`src/id_ser_macros.svh`:
```
`ifndef ID_SER_MACROS_SVH
`define ID_SER_MACROS_SVH

// ID widths on both sides of the serializer
`define ID_SER_SLV_ID_W 6
`define ID_SER_MST_ID_W 2

// One lane per master ID value
`define ID_SER_NUM_LANES 4

// Bursts one lane may have outstanding for its current ID
`define ID_SER_MAX_TXNS_PER_ID 4

// Read channel payload widths
`define ID_SER_ADDR_W 32
`define ID_SER_DATA_W 32
`define ID_SER_LEN_W 8

// Added to the slave ID before the modulo that picks a lane
`define ID_SER_BASE_OFFSET 1

`endif
```
`src/id_ser_pkg.sv`:
```
`include "id_ser_macros.svh"

package id_ser_pkg;

  // Index of one serializer lane
  typedef logic [$clog2(`ID_SER_NUM_LANES)-1:0] lane_sel_t;

  // Lane occupancy
  // Busy means one slave ID owns the lane
  typedef enum logic {
    LANE_IDLE = 1'b0,
    LANE_BUSY = 1'b1
  } lane_state_e;

  // Outstanding bursts of a lane
  // Must reach the limit itself, hence the +1
  typedef logic [$clog2(`ID_SER_MAX_TXNS_PER_ID + 1)-1:0] txn_cnt_t;

endpackage

```
`src/axi_rd_pkg.sv`:
```
`include "id_ser_macros.svh"

package axi_rd_pkg;

  // ID as seen on the slave port
  typedef logic [`ID_SER_SLV_ID_W-1:0] slv_id_t;

  // ID on the master port, equal to the lane number
  typedef logic [`ID_SER_MST_ID_W-1:0] mst_id_t;

  // Byte address of a burst
  typedef logic [`ID_SER_ADDR_W-1:0] addr_t;

  // One beat of read data
  typedef logic [`ID_SER_DATA_W-1:0] data_t;

  // Burst length minus one, as in AXI ARLEN
  typedef logic [`ID_SER_LEN_W-1:0] len_t;

  // RRESP encoding
  typedef enum logic [1:0] {
    OKAY   = 2'b00,
    EXOKAY = 2'b01,
    SLVERR = 2'b10,
    DECERR = 2'b11
  } resp_e;

endpackage

```
`src/axi_id_serialize_rd.sv`:
```
`include "id_ser_macros.svh"

module axi_id_serialize_rd (
  input  logic                 clk_i,
  input  logic                 rst_n_i,
  // Slave AR
  input  axi_rd_pkg::slv_id_t  slv_ar_id_i,
  input  axi_rd_pkg::addr_t    slv_ar_addr_i,
  input  axi_rd_pkg::len_t     slv_ar_len_i,
  input  logic                 slv_ar_valid_i,
  output logic                 slv_ar_ready_o,
  // Slave R
  output axi_rd_pkg::slv_id_t  slv_r_id_o,
  output axi_rd_pkg::data_t    slv_r_data_o,
  output axi_rd_pkg::resp_e    slv_r_resp_o,
  output logic                 slv_r_last_o,
  output logic                 slv_r_valid_o,
  input  logic                 slv_r_ready_i,
  // Master AR
  output axi_rd_pkg::mst_id_t  mst_ar_id_o,
  output axi_rd_pkg::addr_t    mst_ar_addr_o,
  output axi_rd_pkg::len_t     mst_ar_len_o,
  output logic                 mst_ar_valid_o,
  input  logic                 mst_ar_ready_i,
  // Master R
  input  axi_rd_pkg::mst_id_t  mst_r_id_i,
  input  axi_rd_pkg::data_t    mst_r_data_i,
  input  axi_rd_pkg::resp_e    mst_r_resp_i,
  input  logic                 mst_r_last_i,
  input  logic                 mst_r_valid_i,
  output logic                 mst_r_ready_o
);

  // Demux to lanes
  axi_rd_pkg::slv_id_t                           dmx_ar_id;
  axi_rd_pkg::addr_t                             dmx_ar_addr;
  axi_rd_pkg::len_t                              dmx_ar_len;
  logic                [`ID_SER_NUM_LANES-1:0]   dmx_ar_valid;
  logic                [`ID_SER_NUM_LANES-1:0]   dmx_ar_ready;
  // Lanes to mux
  axi_rd_pkg::addr_t   [`ID_SER_NUM_LANES-1:0]   lane_ar_addr;
  axi_rd_pkg::len_t    [`ID_SER_NUM_LANES-1:0]   lane_ar_len;
  logic                [`ID_SER_NUM_LANES-1:0]   lane_ar_valid;
  logic                [`ID_SER_NUM_LANES-1:0]   lane_ar_ready;
  // R between mux and lanes, and lanes to slave port
  logic                [`ID_SER_NUM_LANES-1:0]   lane_r_valid;
  logic                [`ID_SER_NUM_LANES-1:0]   lane_r_ready;
  axi_rd_pkg::slv_id_t [`ID_SER_NUM_LANES-1:0]   lane_slv_r_id;
  logic                [`ID_SER_NUM_LANES-1:0]   lane_slv_r_valid;

  id_ser_ar_demux i_ar_demux (
    .clk_i,
    .rst_n_i,
    .slv_ar_id_i,
    .slv_ar_addr_i,
    .slv_ar_len_i,
    .slv_ar_valid_i,
    .slv_ar_ready_o,
    .lane_ar_id_o    (dmx_ar_id),
    .lane_ar_addr_o  (dmx_ar_addr),
    .lane_ar_len_o   (dmx_ar_len),
    .lane_ar_valid_o (dmx_ar_valid),
    .lane_ar_ready_i (dmx_ar_ready)
  );

  for (genvar i = 0; i < `ID_SER_NUM_LANES; i++) begin : gen_lanes
    id_ser_lane i_lane (
      .clk_i,
      .rst_n_i,
      .in_ar_id_i     (dmx_ar_id),
      .in_ar_addr_i   (dmx_ar_addr),
      .in_ar_len_i    (dmx_ar_len),
      .in_ar_valid_i  (dmx_ar_valid[i]),
      .in_ar_ready_o  (dmx_ar_ready[i]),
      .out_ar_addr_o  (lane_ar_addr[i]),
      .out_ar_len_o   (lane_ar_len[i]),
      .out_ar_valid_o (lane_ar_valid[i]),
      .out_ar_ready_i (lane_ar_ready[i]),
      .rsp_r_valid_i  (lane_r_valid[i]),
      .rsp_r_last_i   (mst_r_last_i),
      .rsp_r_ready_o  (lane_r_ready[i]),
      .slv_r_id_o     (lane_slv_r_id[i]),
      .slv_r_valid_o  (lane_slv_r_valid[i]),
      .slv_r_ready_i  (slv_r_ready_i)
    );
  end

  id_ser_ar_mux i_ar_mux (
    .clk_i,
    .rst_n_i,
    .lane_ar_addr_i  (lane_ar_addr),
    .lane_ar_len_i   (lane_ar_len),
    .lane_ar_valid_i (lane_ar_valid),
    .lane_ar_ready_o (lane_ar_ready),
    .mst_ar_id_o,
    .mst_ar_addr_o,
    .mst_ar_len_o,
    .mst_ar_valid_o,
    .mst_ar_ready_i,
    .mst_r_id_i,
    .mst_r_data_i,
    .mst_r_resp_i,
    .mst_r_last_i,
    .mst_r_valid_i,
    .mst_r_ready_o,
    .lane_r_valid_o  (lane_r_valid),
    .lane_r_ready_i  (lane_r_ready),
    .slv_r_data_o,
    .slv_r_resp_o,
    .slv_r_last_o
  );

  // One lane at most presents R, idle lanes drive zero
  always_comb begin
    slv_r_id_o    = '0;
    slv_r_valid_o = 1'b0;
    for (int i = 0; i < `ID_SER_NUM_LANES; i++) begin
      slv_r_id_o    = slv_r_id_o | lane_slv_r_id[i];
      slv_r_valid_o = slv_r_valid_o | lane_slv_r_valid[i];
    end
  end

endmodule

```
`src/id_ser_ar_mux.sv`:
```
`include "id_ser_macros.svh"

module id_ser_ar_mux (
  input  logic                                          clk_i,
  input  logic                                          rst_n_i,
  // AR from the lanes
  input  axi_rd_pkg::addr_t [`ID_SER_NUM_LANES-1:0]     lane_ar_addr_i,
  input  axi_rd_pkg::len_t  [`ID_SER_NUM_LANES-1:0]     lane_ar_len_i,
  input  logic              [`ID_SER_NUM_LANES-1:0]     lane_ar_valid_i,
  output logic              [`ID_SER_NUM_LANES-1:0]     lane_ar_ready_o,
  // Master AR channel
  output axi_rd_pkg::mst_id_t                           mst_ar_id_o,
  output axi_rd_pkg::addr_t                             mst_ar_addr_o,
  output axi_rd_pkg::len_t                              mst_ar_len_o,
  output logic                                          mst_ar_valid_o,
  input  logic                                          mst_ar_ready_i,
  // Master R channel
  input  axi_rd_pkg::mst_id_t                           mst_r_id_i,
  input  axi_rd_pkg::data_t                             mst_r_data_i,
  input  axi_rd_pkg::resp_e                             mst_r_resp_i,
  input  logic                                          mst_r_last_i,
  input  logic                                          mst_r_valid_i,
  output logic                                          mst_r_ready_o,
  // R handshake per lane
  output logic              [`ID_SER_NUM_LANES-1:0]     lane_r_valid_o,
  input  logic              [`ID_SER_NUM_LANES-1:0]     lane_r_ready_i,
  // R payload towards the slave port
  output axi_rd_pkg::data_t                             slv_r_data_o,
  output axi_rd_pkg::resp_e                             slv_r_resp_o,
  output logic                                          slv_r_last_o
);

  id_ser_pkg::lane_sel_t rr_q;
  id_ser_pkg::lane_sel_t winner;
  logic                  found;
  logic                  load;
  logic                  grant;
  logic                  valid_q;
  axi_rd_pkg::mst_id_t   id_q;
  axi_rd_pkg::addr_t     addr_q;
  axi_rd_pkg::len_t      len_q;

  // Register free or leaving this cycle
  assign load  = ~valid_q | mst_ar_ready_i;
  assign grant = load & found;

  // Round-robin search, starting at the lane after the last winner
  always_comb begin
    id_ser_pkg::lane_sel_t idx;
    idx    = rr_q;
    winner = rr_q;
    found  = 1'b0;
    for (int k = 0; k < `ID_SER_NUM_LANES; k++) begin
      idx = id_ser_pkg::lane_sel_t'((int'(rr_q) + k) % `ID_SER_NUM_LANES);
      if (!found && lane_ar_valid_i[idx]) begin
        winner = idx;
        found  = 1'b1;
      end
    end
  end

  // Ready only to the winner, and only when the register can load
  always_comb begin
    for (int i = 0; i < `ID_SER_NUM_LANES; i++) begin
      lane_ar_ready_o[i] = grant & (winner == id_ser_pkg::lane_sel_t'(i));
    end
  end

  always_ff @(posedge clk_i or negedge rst_n_i) begin
    if (!rst_n_i) begin
      valid_q <= 1'b0;
      rr_q    <= '0;
    end else begin
      if (load) begin
        valid_q <= found;
      end
      // Pointer moves past the lane just served
      if (grant) begin
        rr_q <= id_ser_pkg::lane_sel_t'((int'(winner) + 1) % `ID_SER_NUM_LANES);
      end
    end
  end

  // Lane index becomes the master ID
  always_ff @(posedge clk_i) begin
    if (grant) begin
      id_q   <= axi_rd_pkg::mst_id_t'(winner);
      addr_q <= lane_ar_addr_i[winner];
      len_q  <= lane_ar_len_i[winner];
    end
  end

  assign mst_ar_id_o    = id_q;
  assign mst_ar_addr_o  = addr_q;
  assign mst_ar_len_o   = len_q;
  assign mst_ar_valid_o = valid_q;

  // R decoded by master ID
  always_comb begin
    for (int i = 0; i < `ID_SER_NUM_LANES; i++) begin
      lane_r_valid_o[i] = mst_r_valid_i & (mst_r_id_i == axi_rd_pkg::mst_id_t'(i));
    end
  end

  assign mst_r_ready_o = lane_r_ready_i[mst_r_id_i];

  // Payload needs no steering, only one lane is addressed
  assign slv_r_data_o = mst_r_data_i;
  assign slv_r_resp_o = mst_r_resp_i;
  assign slv_r_last_o = mst_r_last_i;

  // Stalled request holds valid and payload until taken
  a_ar_stable: assert property (@(posedge clk_i) disable iff (!rst_n_i)
    (mst_ar_valid_o && !mst_ar_ready_i) |=>
      (mst_ar_valid_o && $stable(mst_ar_id_o) && $stable(mst_ar_addr_o) &&
       $stable(mst_ar_len_o)));

endmodule

```
`src/id_ser_lane.sv`:
```
`include "id_ser_macros.svh"

module id_ser_lane (
  input  logic                 clk_i,
  input  logic                 rst_n_i,
  // AR from the demux
  input  axi_rd_pkg::slv_id_t  in_ar_id_i,
  input  axi_rd_pkg::addr_t    in_ar_addr_i,
  input  axi_rd_pkg::len_t     in_ar_len_i,
  input  logic                 in_ar_valid_i,
  output logic                 in_ar_ready_o,
  // AR towards the mux, ID dropped
  output axi_rd_pkg::addr_t    out_ar_addr_o,
  output axi_rd_pkg::len_t     out_ar_len_o,
  output logic                 out_ar_valid_o,
  input  logic                 out_ar_ready_i,
  // R steered here by the mux
  input  logic                 rsp_r_valid_i,
  input  logic                 rsp_r_last_i,
  output logic                 rsp_r_ready_o,
  // R towards the slave port, ID restored
  output axi_rd_pkg::slv_id_t  slv_r_id_o,
  output logic                 slv_r_valid_o,
  input  logic                 slv_r_ready_i
);

  id_ser_pkg::lane_state_e state_q;
  id_ser_pkg::txn_cnt_t    cnt_q;
  id_ser_pkg::txn_cnt_t    cnt_d;
  axi_rd_pkg::slv_id_t     cur_id_q;
  logic                    admit;
  logic                    ar_fire;
  logic                    r_done;

  // Idle lane takes any ID
  // Busy lane only the owning ID, and only below the burst limit
  assign admit = (state_q == id_ser_pkg::LANE_IDLE) |
                 ((in_ar_id_i == cur_id_q) &
                  (cnt_q < id_ser_pkg::txn_cnt_t'(`ID_SER_MAX_TXNS_PER_ID)));

  // AR path is combinational
  // A blocked request keeps ready low and is not shown downstream
  assign out_ar_addr_o  = in_ar_addr_i;
  assign out_ar_len_o   = in_ar_len_i;
  assign out_ar_valid_o = in_ar_valid_i & admit;
  assign in_ar_ready_o  = admit & out_ar_ready_i;

  assign ar_fire = out_ar_valid_o & out_ar_ready_i;

  // R passes straight through
  assign slv_r_valid_o = rsp_r_valid_i;
  assign rsp_r_ready_o = slv_r_ready_i;

  // ID zero when not presenting, so the top can OR the lanes
  assign slv_r_id_o = rsp_r_valid_i ? cur_id_q : '0;

  // A burst completes on its last accepted beat
  assign r_done = rsp_r_valid_i & rsp_r_ready_o & rsp_r_last_i;

  // Both may happen in one cycle and cancel out
  always_comb begin
    cnt_d = cnt_q;
    if (ar_fire) begin
      cnt_d = cnt_d + id_ser_pkg::txn_cnt_t'(1);
    end
    if (r_done) begin
      cnt_d = cnt_d - id_ser_pkg::txn_cnt_t'(1);
    end
  end

  always_ff @(posedge clk_i or negedge rst_n_i) begin
    if (!rst_n_i) begin
      cnt_q   <= '0;
      state_q <= id_ser_pkg::LANE_IDLE;
    end else begin
      cnt_q <= cnt_d;
      // Release the lane once everything has drained
      if (cnt_d == '0) begin
        state_q <= id_ser_pkg::LANE_IDLE;
      end else begin
        state_q <= id_ser_pkg::LANE_BUSY;
      end
    end
  end

  // Owner ID, rewritten by each request it sends
  // While busy only the same ID can pass, so the value holds
  always_ff @(posedge clk_i) begin
    if (ar_fire) begin
      cur_id_q <= in_ar_id_i;
    end
  end

  // Mux must only route responses to a lane with bursts in flight
  a_no_r_idle: assert property (@(posedge clk_i) disable iff (!rst_n_i)
    rsp_r_valid_i |-> (state_q == id_ser_pkg::LANE_BUSY));

  // Admission keeps the count within the limit
  a_cnt_limit: assert property (@(posedge clk_i) disable iff (!rst_n_i)
    cnt_q <= id_ser_pkg::txn_cnt_t'(`ID_SER_MAX_TXNS_PER_ID));

endmodule

```
`src/id_ser_ar_demux.sv`:
```
`include "id_ser_macros.svh"

module id_ser_ar_demux (
  input  logic                          clk_i,
  input  logic                          rst_n_i,
  // Slave AR channel
  input  axi_rd_pkg::slv_id_t           slv_ar_id_i,
  input  axi_rd_pkg::addr_t             slv_ar_addr_i,
  input  axi_rd_pkg::len_t              slv_ar_len_i,
  input  logic                          slv_ar_valid_i,
  output logic                          slv_ar_ready_o,
  // Lane side, payload shared, one valid per lane
  output axi_rd_pkg::slv_id_t           lane_ar_id_o,
  output axi_rd_pkg::addr_t             lane_ar_addr_o,
  output axi_rd_pkg::len_t              lane_ar_len_o,
  output logic [`ID_SER_NUM_LANES-1:0]  lane_ar_valid_o,
  input  logic [`ID_SER_NUM_LANES-1:0]  lane_ar_ready_i
);

  id_ser_pkg::lane_sel_t slv_sel;
  id_ser_pkg::lane_sel_t sel_q;
  logic                  valid_q;
  axi_rd_pkg::slv_id_t   id_q;
  axi_rd_pkg::addr_t     addr_q;
  axi_rd_pkg::len_t      len_q;
  logic                  drain;
  logic                  load;

  // Default ID map
  // lane = (id + base offset) mod lane count
  assign slv_sel = id_ser_pkg::lane_sel_t'(
    (int'(slv_ar_id_i) + `ID_SER_BASE_OFFSET) % `ID_SER_NUM_LANES);

  // Stage empties when the selected lane takes the request
  assign drain = valid_q & lane_ar_ready_i[sel_q];

  // Accept into an empty stage or one that drains this cycle
  assign slv_ar_ready_o = ~valid_q | drain;
  assign load           = slv_ar_valid_i & slv_ar_ready_o;

  always_ff @(posedge clk_i or negedge rst_n_i) begin
    if (!rst_n_i) begin
      valid_q <= 1'b0;
    end else if (load) begin
      valid_q <= 1'b1;
    end else if (drain) begin
      valid_q <= 1'b0;
    end
  end

  // Payload and lane select, held until drained
  always_ff @(posedge clk_i) begin
    if (load) begin
      sel_q  <= slv_sel;
      id_q   <= slv_ar_id_i;
      addr_q <= slv_ar_addr_i;
      len_q  <= slv_ar_len_i;
    end
  end

  assign lane_ar_id_o   = id_q;
  assign lane_ar_addr_o = addr_q;
  assign lane_ar_len_o  = len_q;

  // Only the selected lane sees a valid
  always_comb begin
    for (int i = 0; i < `ID_SER_NUM_LANES; i++) begin
      lane_ar_valid_o[i] = valid_q & (sel_q == id_ser_pkg::lane_sel_t'(i));
    end
  end

  // Never offer one request to two lanes
  a_one_lane: assert property (@(posedge clk_i) disable iff (!rst_n_i)
    $onehot0(lane_ar_valid_o));

endmodule

```
`config.mk`:
```
export PLATFORM = sky130hd
export DESIGN_NAME = axi_id_serialize_rd
export DESIGN_NICKNAME = d
export VERILOG_FILES = /design/src/id_ser_pkg.sv /design/src/axi_rd_pkg.sv /design/src/axi_id_serialize_rd.sv /design/src/id_ser_ar_mux.sv /design/src/id_ser_lane.sv /design/src/id_ser_ar_demux.sv
export VERILOG_INCLUDE_DIRS = /design/src
export SDC_FILE = /design/constraint.sdc
export NUM_CORES = 1
export LEC_CHECK = 0
export BUFFER_PORTS_ARGS = -buffer_cell sky130_fd_sc_hd__buf_4
export CORE_ASPECT_RATIO = 1.2
export CORE_MARGIN = 8
export CORE_UTILIZATION = 51
export CTS_CLUSTER_SIZE = 24
export DETAILED_ROUTE_END_ITERATION = 16
export PLACE_DENSITY = 0.84
export SLEW_MARGIN = 20
export SYNTH_ARGS = -nofsm -noshare
export SYNTH_HDL_FRONTEND = slang
export SYNTH_SLANG_ARGS = --single-unit
export TNS_END_PERCENT = 10
```
`constraint.sdc`:
```
create_clock -name clk_i -period 8.45 [get_ports clk_i]
set_input_delay 0.4225 -clock clk_i [delete_from_list [all_inputs] [get_ports clk_i]]
set_output_delay 0.4225 -clock clk_i [all_outputs]
set_load 0.02 [all_outputs]
```
==> flow_summary.ini, run 1 <==
[grt]
grtUsageMet2_pct = 24.5
gr-usage-met1_pct = 15.2
gr-usage-all-layers_pct = 15.3
grt-ovfl-total = 0
grt.busiest_layer = met2
antenna_found_initial = 0
first_global_vias = 3491
grtUsageMet3_pct = 9.90
grt_pass1_wl_um = 17500
grt_max_degree = 49

[cts]
insertion_delay_ps = 400
cts_resized = 0
cts_made_buffers = 17
cts_root_buf = clkbuf_16
hold_buffers = 1
clock-sinks = 134
htree_levels = 4
post-cts-setup-buffers = 0
cts_buffer_depth = 2
clkTransAtPathRegs_ps = 60
cts_tree = built

[sta]
finalSetupViolations = 0
finalCritPeriodShare_pct = 54.2
timing.final.ws_setup_ps = 3870
skew_ps = 5.91
fmaxAchievable_mhz = 218
slew_headroom_pct = 48.2
final.min_clock_period_ps = 4580
worst_pin_slew_ps = 770
whs_ps = 195
hold_violations = 0
rsz0062_at_grt = no
tns_ps = 0
slew_violations = 0

[setup_path]
cp_top_family = simple AND/OR/NAND/NOR gates
cpMostUsedCell = nor4_1
worstPathMaxFanout = 13
arrival_ps = 4160
slowest_delay_ps = 730
worstPathRequired_ps = 8030
startpoint_type = flip-flop
end_kind = primary output
slowest_stage = nor4_1
path_cells = xor2_1 > nor4_1 > a2bb2oi_2 > and2b_2 > mux2_2 > ha_1 > and3_1 > nor4_1 > nand2_1 > buf_4
timing.critical_path.buf_inv = 1
critPathKind = reg2out

[logic_synthesis]
synth-seq-cells = 134
async_flop_share_pct = 14.9
muxShareOfSynthArea_pct = 4.36
ys_seq_area_share_pct = 68.4
netlist_area_sq_um = 5730
synthSimpleGateAreaFrac_pct = 7.53
synth_top_area_share_pct = 59.7
synth_xor_area_share_pct = 7.27
synth_flop_cell = edfxtp_1
synth_top_area_cell = edfxtp_1
synthCells = 360
avgSynthCellArea_sq_um = 15.9
ys_warn_count = 0
yosys-top-cells-area = edfxtp_1, dfrtp_1, buf_4
synth_compound_area_share_pct = 3.84
synth_adder_area_share_pct = 2.62
synth-edff-count = 114
synth_top_family_by_area = simple AND/OR/NAND/NOR gates
synth.distinct_cells = 53
syn-num-nets = 461

[route]
vias = 3206
via_per_inst = 5.42
antenna_left = 0
drt_iter0_markers = 150
first_pass_iters = 6
totalWireLength_um = 11200
drc = 0
wl_per_cell_um = 18.9

[pwr]
ir_drop_uv = 189
powerDensity_nw_per_um2 = 320
finalPower_w = 0.00224
leakagePower_nw = 2.69

[placed_design]
dp.cells = 558
portBuffers = 107
pre_cts_slack_ps = 4320
routabilityCongestion = 0.835
place_hpwl_um = 8180

[run_status]
status = completed

[cells_and_area]
drive_gt1_share_pct = 34.4
fillCellCount = 721
seqCellArea_sq_um = 3920
multiInputGateArea_sq_um = 1490
final_cells = 591
diodes = 0
final_nets = 547
area_growth_syn_to_layout_pct = 21.8

[die]
io_pins = 176
start_util_pct = 52.2
fp.dieArea_sq_um = 14900
die_y_um = 132
die_x_um = 113
coreArea_sq_um = 11000
rows = 42

[flow_run]
drv_cap = 0

[worst_hold_path]
min_path_type = in2reg
-- Yosys cell counts, drive strengths merged (3+ instances only) --
library cell  number
edfxtp           114
buf               40
xor2              30
dfrtp             20
xnor2             15
nor2              13
ha                12
nand2             12
and2               9
nor4               9
mux2i              7
nor3               7
a21oi              6
inv                6
mux4               6
a21o               4
and3               4
mux2               4
nand2b             4
nand3              4
and2b              3
clkbuf             3
-- per-layer routing --
metal / routed length (um) / part of all wire [%]
met3: 1520 / 14
met2: 5450 / 49
met4: 223 / 2.0
met5: 0 / 0
met1: 3970 / 36
-- sequential cells by signal, indices dropped and copies added, names as in the netlist, 2 cells and up --
name,cells
gen_lanes.i_lane.cnt_q,12
i_ar_demux.lane_ar_addr_o,32
i_ar_mux.mst_ar_addr_o,32
i_ar_mux.rr_q,2
gen_lanes.i_lane.cur_id_q,24
i_ar_mux.mst_ar_id_o,2
i_ar_demux.sel_q,2
i_ar_demux.lane_ar_id_o,6
i_ar_demux.lane_ar_len_o,8
gen_lanes.i_lane.state_q,4
i_ar_mux.mst_ar_len_o,8
-- path summary, 6_finish.rpt --
path,slack [ps],to,start,depth (start not counted)
max,3870,slv_ar_ready_o,i_ar_demux.lane_ar_id_o[0],10
min,190,i_ar_demux.lane_ar_addr_o[17],slv_ar_addr_i[17],1
max reg2reg,4280,gen_lanes[2].i_lane.state_q,i_ar_demux.lane_ar_id_o[0],13
min reg2reg,420,i_ar_mux.mst_ar_len_o[1],i_ar_demux.lane_ar_len_o[1],0
max in group asynchronous,7760,i_ar_demux.valid_q,rst_n_i,2
min in group asynchronous,450,gen_lanes[1].i_lane.cnt_q[2],rst_n_i,2
-- cell families after synthesis --
family	Yosys count
xor+xnor	46
compound gates	29
simple gates	73
flops	134
fa+ha+maj	12
buf+inv	49
mux	17
-- cell type report --
| type | count | area share [%] |
|---|---|---|
| Multi-Input combinational cell | 177 | 21.3 |
| Clock inverter | 13 | 1.77 |
| Timing Repair Buffer | 110 | 11.9 |
| Inverter | 6 | 0.322 |
| Tap cell | 132 | 2.36 |
| Clock buffer | 19 | 6.20 |
| Sequential cell | 134 | 56.2 |
-- power breakdown --
group | switching [W] | leakage (nW) | internal (W)
sequential | 0.0000880 | 1.27 | 0.000894
combinational | 0.000324 | 1.15 | 0.000249
clock | 0.000273 | 0.267 | 0.000409
-- placed cells by master (no fill, tap or decap), types with 5 or more instances in the layout --
cell type / instances
a21oi_1: 5
and2_1: 9
buf_4: 109
clkbuf_16: 17
dfrtp_1: 20
edfxtp_1: 114
ha_1: 12
inv_1: 6
inv_6: 5
mux2i_1: 7
mux4_2: 6
nand2_1: 12
nor2_1: 12
nor3_1: 7
nor4_1: 8
xnor2_1: 15
xor2_1: 30
-- through the flow --
| step | cell area [sq um] | utilization, % |
|---|---|---|
| 2_1_floorplan | 5730 | - |
| 3_3_place_gp | 6420 | 58.4 |
| 3_5_place_dp | 6420 | 58.4 |
| 4_1_cts | 6980 | 63.6 |
| 5_1_grt | 6980 | 63.6 |
| 6_report | 6980 | 63.6 |
No activity file was read; power rests on OpenSTA's default activity.
==> inputs of run 2 (changes only) <==
CORE_UTILIZATION = 46   (was 51)
PLACE_DENSITY = 0.81   (was 0.84)
clock period = 4.2 ns   (was 8.45 ns; I/O delays follow)
==> run 2 against run 1 <==
Wire length rose by 12%; clock power rose by 98%; non-clock buffer count up 49; total power up 100%.
==> flow_summary.ini, run 2 (same netlist as run 1, synthesis figures left out) <==
[run_status]
status = completed

[sta]
rsz0062_at_grt = no
final.min_clock_period_ps = 4000
slew_headroom_pct = 50.6
whs_ps = 37.1
worst_pin_slew_ps = 738
tns_ps = 0
finalCritPeriodShare_pct = 95.3
skew_ps = 13.6
slew_violations = 0
hold_violations = 0
finalSetupViolations = 0
fmaxAchievable_mhz = 250

[die]
die_x_um = 118
die_y_um = 138
fp.dieArea_sq_um = 16300
rows = 44
start_util_pct = 47.3
io_pins = 176
coreArea_sq_um = 12100

[setup_path]
cpMostUsedCell = buf_4
arrival_ps = 3790
worstPathRequired_ps = 3990
slowest_stage = edfxtp_1
worstPathMaxFanout = 8
end_kind = primary output
slowest_delay_ps = 520
crit_path_start = i_ar_demux.lane_ar_id_o[3]
startpoint_type = flip-flop
path_cells = xor2_1 > nor4_1 > a2bb2oi_2 > and2b_2 > mux2_2 > ha_1 > and3_1 > buf_4 > nor4_1 > buf_4 > nand2_1 > buf_4
worstReg2RegStart = i_ar_demux.lane_ar_id_o[3]
critPathKind = reg2out

[cts]
cts_root_buf = clkbuf_16
cts_made_buffers = 17
htree_levels = 4
clkTransAtPathRegs_ps = 60
cts_tree = built
clock-sinks = 134
cts_buffer_depth = 2
insertion_delay_ps = 410

[grt]
gr-usage-all-layers_pct = 15.7
antenna_found_initial = 0
first_global_vias = 3728
grt-ovfl-total = 0
grt_pass1_wl_um = 20000
grt_max_degree = 49

[route]
wl_per_cell_um = 18.7
antenna_left = 0
first_pass_iters = 5
vias = 3374
drt_iter0_markers = 161
via_per_inst = 5.04
drc = 0
totalWireLength_um = 12500

[cells_and_area]
final_cell_mix = edfxtp_1, buf_4, dlygate4sd3_1
drive_gt1_share_pct = 32.3
final_area_sq_um = 7510
area_growth_syn_to_layout_pct = 30.9
final_nets = 596
diodes = 0
layout_commonest_cell = edfxtp_1

[placed_design]
dpl-instance-area_sq_um = 6490
place_hpwl_um = 8320
portBuffers = 107
routabilityCongestion = 0.897

[flow_run]
drv_cap = 0

[pwr]
leakagePower_nw = 2.89
powerDensity_nw_per_um2 = 603
ir_drop_uv = 406

[worst_hold_path]
hp-start = slv_ar_id_i[0]
min_path_type = in2reg
-- run 2: worst paths after layout --
check                                          endpoint  slack (ps)  cells after the start
max                                      slv_ar_ready_o         200                     12
max reg2reg                 gen_lanes[2].i_lane.state_q         270                     14
max in group asynchronous            i_ar_demux.valid_q        3720                      2
min                          i_ar_demux.lane_ar_id_o[0]          40                      1
min reg2reg                   i_ar_mux.mst_ar_addr_o[1]         420                      0
min in group asynchronous  gen_lanes[1].i_lane.cnt_q[1]         240                      2
-- run 2: area by class of cell --
cell class                 instances  area (sq um)
sequential                       134          3920
tap                              161           201
fill                             844          4610
timing repair buffer             159          1320
clock buffer                      18           429
clock inverter                    14           116
inverter                           6          22.5
multi-input combinational        177          1490
-- run 2: power by group --
part / internal (W) / switching [W] / leakage [nW] / total, W
Clock: 0.000768 / 0.000578 / 0.256 / 0.00135
Sequential: 0.00180 / 0.000176 / 1.27 / 0.00197
Combinational: 0.000539 / 0.000666 / 1.36 / 0.00120
Total: 0.00310 / 0.00142 / 2.89 / 0.00452
-- run 2: what timing repair did --
action / in CTS / in global routing
endpoints found under the setup margin: 0 / 1
hold buffers: 47 / 0
resized for setup: 0 / 1
hold endpoints to repair: 66 / 0
setup buffers: 0 / 0
-- run 2: per-layer routing --
metal	wire [um]	up-vias	GRT usage [%]
met1	4870	1606	16.8
met4	126	0	5.68
met2	5870	185	25.0
met3	1670	12	9.57
met5	0	-	0
li1	-	1571	-
-- run 2: worst max-delay path, delay by kind of cell, from the launching register on --
kind / cells / cell delay, ps
and+or+nand+nor: 5 / 1330
buffers and inverters: 3 / 580
DFF: 1 / 520
muxes: 1 / 310
AOI/OAI and AO/OA: 1 / 220
adders and majority gates: 1 / 220
xor gates and xnor gates: 1 / 200
-- run 2: per-stage QoR --
stage	instances	utilization, %	power, W	setup slack (ps)
CTS	669	62.0	0.00456	102
finish	669	62.0	0.00452	195
detailed placement	590	53.6	0.00317	185
global placement	590	53.6	0.00311	351
floorplan	360	-	0.00277	134
global route	669	62.0	0.00476	64.9
